==> src/source/div_pkg.sv <==
`default_nettype none

package div_pkg;

    // ==============================
    // widths
    // ==============================
    localparam int data_width = 32;

    // bit index of a data word
    localparam int pos_width = 5;

    // step count plus one borrow bit
    localparam int count_width = 6;

    // pipeline code fields
    localparam int op_type_width = 4;
    localparam int op_subtype_width = 5;

    // ==============================
    // operation codes
    // ==============================
    localparam logic [op_type_width-1:0] op_type_div = 4'd2;

    localparam logic [op_subtype_width-1:0] sub_div_signed = 5'd0;
    localparam logic [op_subtype_width-1:0] sub_mod_signed = 5'd1;
    localparam logic [op_subtype_width-1:0] sub_div_unsigned = 5'd2;
    localparam logic [op_subtype_width-1:0] sub_mod_unsigned = 5'd3;

    // ==============================
    // controller states
    // ==============================
    typedef enum logic [1:0]
    {
        st_idle   = 2'd0,
        st_align  = 2'd1,
        st_divide = 2'd2,
        st_hold   = 2'd3
    } div_state_t;

endpackage

`default_nettype wire

==> src/source/div_ctrl_if.sv <==
`default_nettype none

interface div_ctrl_if;

    // strobes from the controller
    logic load;
    logic align;
    logic step;
    logic fix;
    logic count_load;

    // two's complement difference of the leading-one positions
    logic [div_pkg::count_width-1:0] count_value;

    // step counter state
    logic [div_pkg::count_width-1:0] count;
    logic count_neg;

    logic divisor_zero;

    modport ctl
    (
        output load, align, step, fix, count_load,
        input  count_value, count_neg, divisor_zero
    );

    modport cnt
    (
        input  count_load, step, count_value,
        output count, count_neg
    );

    modport dp
    (
        input  load, align, step, fix, count,
        output count_value, divisor_zero
    );

endinterface

`default_nettype wire

==> src/source/leading_one_detector.sv <==
`default_nettype none

module leading_one_detector
(
    input  logic [div_pkg::data_width-1:0] din,
    output logic [div_pkg::pos_width-1:0]  pos
);

    logic [15:0] win16;
    logic [7:0]  win8;
    logic [3:0]  win4;
    logic [1:0]  win2;

    // each stage keeps the half that holds the highest one
    always_comb
    begin
        pos[4] = |din[31:16];
        win16 = pos[4] ? din[31:16] : din[15:0];

        pos[3] = |win16[15:8];
        win8 = pos[3] ? win16[15:8] : win16[7:0];

        pos[2] = |win8[7:4];
        win4 = pos[2] ? win8[7:4] : win8[3:0];

        pos[1] = |win4[3:2];
        win2 = pos[1] ? win4[3:2] : win4[1:0];

        // zero input falls through to position 0
        pos[0] = win2[1];
    end

endmodule

`default_nettype wire

==> src/source/div_shift_counter.sv <==
`default_nettype none

module div_shift_counter
(
    input  logic       clk,
    input  logic       reset,
    input  logic       flush,
    div_ctrl_if.cnt    ctrl
);

    logic [div_pkg::count_width-1:0] count_q;

    // ==============================
    // step count
    // ==============================
    always_ff @(posedge clk)
    begin
        if (reset || flush)
        begin
            count_q <= '0;
        end
        else if (ctrl.count_load)
        begin
            count_q <= ctrl.count_value;
        end
        else if (ctrl.step)
        begin
            count_q <= count_q - 1'b1;
        end
    end

    // shift distance of the trial subtraction in progress
    assign ctrl.count = count_q;

    // top bit set once the count passes below zero
    assign ctrl.count_neg = count_q[div_pkg::count_width-1];

endmodule

`default_nettype wire

==> src/source/div_control_fsm.sv <==
`default_nettype none

module div_control_fsm
(
    input  logic                              clk,
    input  logic                              reset,
    input  logic                              flush,
    input  logic [div_pkg::op_type_width-1:0] op_type,
    input  logic                              pipe_stall,
    output logic                              busy,
    div_ctrl_if.ctl                           ctrl
);

    div_pkg::div_state_t state_q;
    div_pkg::div_state_t state_d;

    logic accept;
    logic in_align;
    logic in_divide;
    logic early_finish;

    assign accept = (state_q == div_pkg::st_idle)
                    && (op_type == div_pkg::op_type_div)
                    && !pipe_stall
                    && !flush;

    assign in_align = (state_q == div_pkg::st_align);
    assign in_divide = (state_q == div_pkg::st_divide);

    // zero divisor, or dividend shorter than the divisor
    assign early_finish = ctrl.divisor_zero
                          || ctrl.count_value[div_pkg::count_width-1];

    // ==============================
    // steering strobes
    // ==============================
    assign ctrl.load = accept;
    assign ctrl.align = in_align;
    assign ctrl.count_load = in_align && !early_finish;
    assign ctrl.step = in_divide && !ctrl.count_neg;
    assign ctrl.fix = (in_align && early_finish) || (in_divide && ctrl.count_neg);

    // busy from the accept cycle until the result sits in hold
    assign busy = accept || in_align || in_divide;

    // ==============================
    // next state
    // ==============================
    always_comb
    begin
        state_d = state_q;
        case (state_q)
            div_pkg::st_idle:
            begin
                if (accept)
                begin
                    state_d = div_pkg::st_align;
                end
            end
            div_pkg::st_align:
            begin
                if (early_finish)
                begin
                    state_d = div_pkg::st_hold;
                end
                else
                begin
                    state_d = div_pkg::st_divide;
                end
            end
            div_pkg::st_divide:
            begin
                if (ctrl.count_neg)
                begin
                    state_d = div_pkg::st_hold;
                end
            end
            div_pkg::st_hold:
            begin
                // result stays put while the pipeline is stalled
                if (!pipe_stall)
                begin
                    state_d = div_pkg::st_idle;
                end
            end
            default:
            begin
                state_d = div_pkg::st_idle;
            end
        endcase
    end

    always_ff @(posedge clk)
    begin
        if (reset || flush)
        begin
            state_q <= div_pkg::st_idle;
        end
        else
        begin
            state_q <= state_d;
        end
    end

endmodule

`default_nettype wire

==> src/source/div_datapath.sv <==
`default_nettype none

module div_datapath
(
    input  logic                                 clk,
    input  logic                                 reset,
    input  logic                                 flush,
    input  logic [div_pkg::op_subtype_width-1:0] op_subtype,
    input  logic [div_pkg::data_width-1:0]       din1,
    input  logic [div_pkg::data_width-1:0]       din2,
    output logic [div_pkg::data_width-1:0]       dout,
    div_ctrl_if.dp                               ctrl
);

    localparam int msb = div_pkg::data_width - 1;

    logic [msb:0] remainder_q;
    logic [msb:0] divisor_q;
    logic [msb:0] quotient_q;
    logic         dividend_sign_q;
    logic         divisor_sign_q;
    logic [div_pkg::op_subtype_width-1:0] subtype_q;

    logic [div_pkg::pos_width-1:0] rem_pos;
    logic [div_pkg::pos_width-1:0] div_pos;

    logic         signed_in;
    logic         signed_q;
    logic         quotient_sel;
    logic [msb+1:0] trial;
    logic         borrow;
    logic [msb:0] quotient_base;

    // ==============================
    // operand alignment
    // ==============================
    leading_one_detector u_rem_lod
    (
        .din (remainder_q),
        .pos (rem_pos)
    );

    leading_one_detector u_div_lod
    (
        .din (divisor_q),
        .pos (div_pos)
    );

    assign ctrl.count_value = {1'b0, rem_pos} - {1'b0, div_pos};
    assign ctrl.divisor_zero = (divisor_q == '0);

    assign signed_in = (op_subtype == div_pkg::sub_div_signed)
                       || (op_subtype == div_pkg::sub_mod_signed);
    assign signed_q = (subtype_q == div_pkg::sub_div_signed)
                      || (subtype_q == div_pkg::sub_mod_signed);
    assign quotient_sel = (subtype_q == div_pkg::sub_div_signed)
                          || (subtype_q == div_pkg::sub_div_unsigned);

    // trial subtraction of the divisor shifted up by the current count
    assign trial = {1'b0, remainder_q}
                   - ({1'b0, divisor_q} << ctrl.count[div_pkg::pos_width-1:0]);
    assign borrow = trial[msb+1];

    // quotient restarts from zero in the align cycle
    assign quotient_base = ctrl.align ? '0 : quotient_q;

    // ==============================
    // registers
    // ==============================
    always_ff @(posedge clk)
    begin
        if (reset || flush)
        begin
            remainder_q <= '0;
            divisor_q <= '0;
            quotient_q <= '0;
            dividend_sign_q <= 1'b0;
            divisor_sign_q <= 1'b0;
            subtype_q <= div_pkg::sub_div_signed;
        end
        else if (ctrl.load)
        begin
            // a negative operand is negated only for signed subtypes
            remainder_q <= (signed_in && din1[msb]) ? -din1 : din1;
            divisor_q <= (signed_in && din2[msb]) ? -din2 : din2;
            dividend_sign_q <= din1[msb];
            divisor_sign_q <= din2[msb];
            subtype_q <= op_subtype;
        end
        else if (ctrl.fix)
        begin
            if (signed_q && dividend_sign_q)
            begin
                remainder_q <= -remainder_q;
            end
            if (signed_q && (dividend_sign_q ^ divisor_sign_q))
            begin
                quotient_q <= -quotient_base;
            end
            else
            begin
                quotient_q <= quotient_base;
            end
        end
        else if (ctrl.align)
        begin
            quotient_q <= '0;
        end
        else if (ctrl.step)
        begin
            quotient_q <= {quotient_q[msb-1:0], ~borrow};
            if (!borrow)
            begin
                remainder_q <= trial[msb:0];
            end
        end
    end

    assign dout = quotient_sel ? quotient_q : remainder_q;

endmodule

`default_nettype wire

==> src/source/divider_unit.sv <==
`default_nettype none

module divider_unit
(
    input  logic                                 clk,
    input  logic                                 reset,
    input  logic [div_pkg::op_type_width-1:0]    op_type,
    input  logic [div_pkg::op_subtype_width-1:0] op_subtype,
    input  logic                                 pipe_stall,
    input  logic                                 flush,
    input  logic [div_pkg::data_width-1:0]       din1,
    input  logic [div_pkg::data_width-1:0]       din2,
    output logic                                 busy,
    output logic [div_pkg::data_width-1:0]       dout
);

    div_ctrl_if ctrl ();

    // ==============================
    // control
    // ==============================
    div_control_fsm u_control_fsm
    (
        .clk        (clk),
        .reset      (reset),
        .flush      (flush),
        .op_type    (op_type),
        .pipe_stall (pipe_stall),
        .busy       (busy),
        .ctrl       (ctrl.ctl)
    );

    div_shift_counter u_shift_counter
    (
        .clk   (clk),
        .reset (reset),
        .flush (flush),
        .ctrl  (ctrl.cnt)
    );

    // ==============================
    // datapath
    // ==============================
    div_datapath u_datapath
    (
        .clk        (clk),
        .reset      (reset),
        .flush      (flush),
        .op_subtype (op_subtype),
        .din1       (din1),
        .din2       (din2),
        .dout       (dout),
        .ctrl       (ctrl.dp)
    );

endmodule

`default_nettype wire

==> config.mk <==
export PLATFORM = sky130hd
export DESIGN_NAME = divider_unit
export DESIGN_NICKNAME = d
export VERILOG_FILES = /design/src/source/div_pkg.sv /design/src/source/div_ctrl_if.sv /design/src/source/leading_one_detector.sv /design/src/source/div_shift_counter.sv /design/src/source/div_control_fsm.sv /design/src/source/div_datapath.sv /design/src/source/divider_unit.sv
export SDC_FILE = /design/constraint.sdc
export NUM_CORES = 1
export LEC_CHECK = 0
export BUFFER_PORTS_ARGS = -buffer_cell sky130_fd_sc_hd__buf_2
export CAP_MARGIN = 30
export CELL_PAD_IN_SITES_DETAIL_PLACEMENT = 1
export CELL_PAD_IN_SITES_GLOBAL_PLACEMENT = 2
export CORE_MARGIN = 1
export CORE_UTILIZATION = 31
export CTS_BUF_LIST = sky130_fd_sc_hd__clkbuf_4 sky130_fd_sc_hd__clkbuf_8
export DETAILED_ROUTE_END_ITERATION = 8
export HOLD_SLACK_MARGIN = 0.02
export PLACE_DENSITY_LB_ADDON = 0.1
export SKIP_CTS_REPAIR_TIMING = 1
export SKIP_LAST_GASP = 1
export SYNTH_ARGS = -nofsm -noshare
export SYNTH_HDL_FRONTEND = slang
export SYNTH_SLANG_ARGS = --single-unit
==> constraint.sdc <==
create_clock -name clk -period 7.45 [get_ports clk]
set_input_delay 0.745 -clock clk [delete_from_list [all_inputs] [get_ports clk]]
set_output_delay 0.745 -clock clk [all_outputs]
set_load 0.05 [all_outputs]
==> impl_metrics.yaml <==
sta:
  worst_pin_slew_ns: 1.07
  period_share: 0.817
  hold_viol_final: 0
  min_period_ns: 6.09
  skew_ns: 0.0254
  setup_viol: 0
  rsz0062_at_grt: "false"
  worst_slack_ns: 1.36
  relSlewSlack: 0.285
  tns_ns: 0
  timing.fmax_ghz: 0.164
  hold_ws_ns: 0.477
  final_max_slew_viol_count: 0
placed_design:
  pre_cts_ws_ns: 1.47
  place.gp.congestion: 0.883
  portBuffers: 109
  dp_hpwl_um: 42900
  dp_cells: 2263
clock_network:
  clk_latency_ns: 0.45
  tritoncts: "built"
  htree_num_levels: 3
  clock-sinks: 111
  clk_pin_slew_worst_paths_ns: 0.14
  cts_buffers: 9
  root_buffer: "clkbuf_8"
  clock_path_buffers: 2
worst_setup_path:
  critPathKind: "reg2reg"
  slowest_stage: "nor2_1"
  start_kind: "register"
  cp-end-kind: "register"
  critPathMaxFanout: 13
  crit_start: "u_datapath.remainder_q[25]"
  cp.depth: 19
  required_ns: 7.85
  cp_top_family: "simple AND/OR/NAND/NOR gates"
  path_cells: "or4_4 -> nand2b_4 -> nor4_2 -> buf_4 -> a211oi_1 -> buf_2 -> o31a_1 -> o41ai_2 -> nand4_1 -> o221a_1 -> ha_1 -> nor2b_1 -> o31ai_1 -> o2bb2ai_1 -> a221o_1 -> nor2_1 -> nand2_1 -> mux2i_1 -> o221a_2"
  crit_buf_inv: 2
  critPathCapture: "u_datapath.remainder_q[26]"
  worst-r2r-cell-count: 19
  regToRegEndpoint: "u_datapath.remainder_q[26]"
  rr_startpoint: "u_datapath.remainder_q[25]"
  arrival_ns: 6.48
  max_stage_delay_ns: 0.91
  r2r_setup_slack_ns: 1.36
grt:
  grt_pass1_vias: 13626
  grt_usage: 0.270
  overflow: 0
  grt_start_max_net_pins: 69
  antenna_found_initial: 0
  grt_first_pass_wirelength_um: 85100
power:
  internal_power_uw: 824
  p_per_area_mw_per_mm2: 93.8
  pwr-share-comb: 0.191
  power_leakage_nw: 5.07
  p_sw_uw: 447
  p_seq_frac: 0.472
  irDropWorstVdd_uv: 78.5
  power_frac_clock: 0.337
  swShare: 0.352
yosys:
  syn-cell-area_mm2: 0.0124
  ys_ff_latch: 111
  synth_area_per_cell_um2: 7.15
  yosysTopAreaCell: "dfxtp_1"
  async_flop_share: 0
  syn-num-nets: 1863
  seq_area_frac_synth: 0.179
  yosysWarnings: 0
  synth_cell_types: 87
  synth_ff_type: "dfxtp_1"
  synth_top_area_share: 0.179
  synth_edf_count: 0
  synth.area.top_cells: "dfxtp_1 18%, a21oi_1 7.1%, nor2_1 5.6%, o21ai_0 5.4%, nand2_1 5.2%"
  synthCells: 1738
die:
  rows: 72
  coreArea_mm2: 0.0391
  start_util: 0.318
  die-area_mm2: 0.0409
  die_w_um: 202
  dieHeight_um: 202
  ios: 110
route:
  wirelength_um: 55300
  antenna_left: 0
  vias: 13534
  drt_iter0_markers: 713
  viasPerCell: 5.94
  dr.pass1.iters: 5
  drc: 0
  avgRoutedWirePerCell_um: 24.3
final_layout:
  syn_to_final_growth_pct: 9.00
  nFillCells: 4914
  drive_gt1_frac: 0.150
  nets: 1882
  antenna_cells: 0
  fin_util: 0.346
  finalNonFillerCells: 2280
flow_run:
  drv_cap: 0
hold_path:
  hold_path.class: "reg2reg"
status:
  status: "completed"
-- layout make-up --
| class | count | area (um2) | area share |
|---|---|---|---|
| clock inverter | 7 | 96.3 | 0.00711 |
| inverter | 41 | 154 | 0.0114 |
| multi-input combinational | 1459 | 9550 | 0.705 |
| clock buffer | 9 | 124 | 0.00914 |
| sequential | 111 | 2230 | 0.164 |
| timing repair buffer | 135 | 743 | 0.0549 |
| tap | 518 | 648 | 0.0478 |
-- sequential cells by signal, indices dropped and copies added (netlist names) --
register	flops
u_datapath.remainder_q	32
u_datapath.dividend_sign_q	1
u_datapath.divisor_sign_q	1
u_datapath.divisor_q	32
u_control_fsm.state_q	2
u_datapath.subtype_q	5
u_datapath.quotient_q	32
u_shift_counter.ctrl.count	6
-- how the worst min path moves through the flow --
stage                     slack, ns  cells after the start                      start                         to
after global placement         0.46                      2    u_datapath.subtype_q[1]    u_datapath.subtype_q[1]
final                          0.48                      2  u_datapath.divisor_sign_q  u_datapath.divisor_sign_q
after detailed placement       0.46                      2  u_datapath.divisor_sign_q  u_datapath.divisor_sign_q
after floorplan                0.44                      2    u_datapath.subtype_q[0]    u_datapath.subtype_q[0]
after global routing           0.50                      2  u_datapath.divisor_sign_q  u_datapath.divisor_sign_q
after CTS                      0.48                      2  u_datapath.divisor_sign_q  u_datapath.divisor_sign_q
-- cell usage after synthesis, types with 8 or more instances --
cell / number
nand3_1: 41
clkbuf_1: 96
xor2_1: 41
mux2_2: 42
nand2_1: 171
a21o_1: 16
and2_1: 11
a21oi_1: 176
nand4_1: 14
nor2_1: 187
o31ai_1: 18
nand2b_1: 20
a21oi_2: 8
a311oi_1: 8
a221oi_1: 13
buf_2: 12
a31oi_1: 28
inv_1: 37
dfxtp_1: 111
nor2b_1: 20
o21a_1: 12
o211ai_2: 8
nor3_1: 51
xnor2_1: 57
o21ai_0: 133
mux4_2: 15
and3_1: 14
a211oi_1: 52
ha_1: 46
buf_1: 12
mux2i_1: 45
nor4_1: 33
or3_1: 24
o211ai_1: 21
-- per-stage QoR --
step	cell area (um2)	power, mW
floorplan	12400	0.756
global placement	13300	0.853
detailed placement	13300	0.855
CTS	13500	1.28
global route	13500	1.33
finish	13500	1.27
-- worst min-delay path: stages (launching register included) --
cell and delay, ns:
dfxtp_1 0.35, nand2_1 0.05, a21oi_1 0.05
-- power groups by stage --
stage	sequential, mW	clock (mW)	combinational [mW]
final	0.600	0.429	0.243
after global routing	0.601	0.462	0.264
after CTS	0.600	0.438	0.243
after detailed placement	0.613	0	0.242
after global placement	0.613	0	0.240
after floorplan	0.610	0	0.145
-- cell usage in the layout, fill, tap and decap left out, types with 9 or more instances in the layout --
master	count
nor2_1	184
a21oi_1	176
nand2_1	170
o21ai_0	133
buf_2	111
dfxtp_1	108
xnor2_1	57
a211oi_1	52
nor3_1	51
mux2i_1	45
ha_1	45
mux2_2	42
nand3_1	41
xor2_1	41
inv_1	37
nor4_1	31
a31oi_1	28
or3_1	24
buf_4	23
o211ai_1	21
nor2b_1	20
nand2b_1	20
o31ai_1	18
a21o_1	16
mux4_2	15
nand4_1	14
and3_1	14
o21a_1	12
a221oi_1	12
and2_1	10
clkbuf_8	9
-- cell families after synthesis --
family,Yosys count,synth area share
and+or+nand+nor,623,0.238
AOI/OAI and AO/OA,587,0.305
buffers and inverters,168,0.0561
DFF,111,0.179
muxes,103,0.103
xor gates and xnor gates,98,0.0691
adders and majority gates,48,0.0495
-- layer usage --
metal	global-route usage	wire, um
met4	0.0634	1140
met5	0	0
met2	0.474	27200
met3	0.0274	1870
met1	0.353	25200
Power figures use the tool's default switching activity.
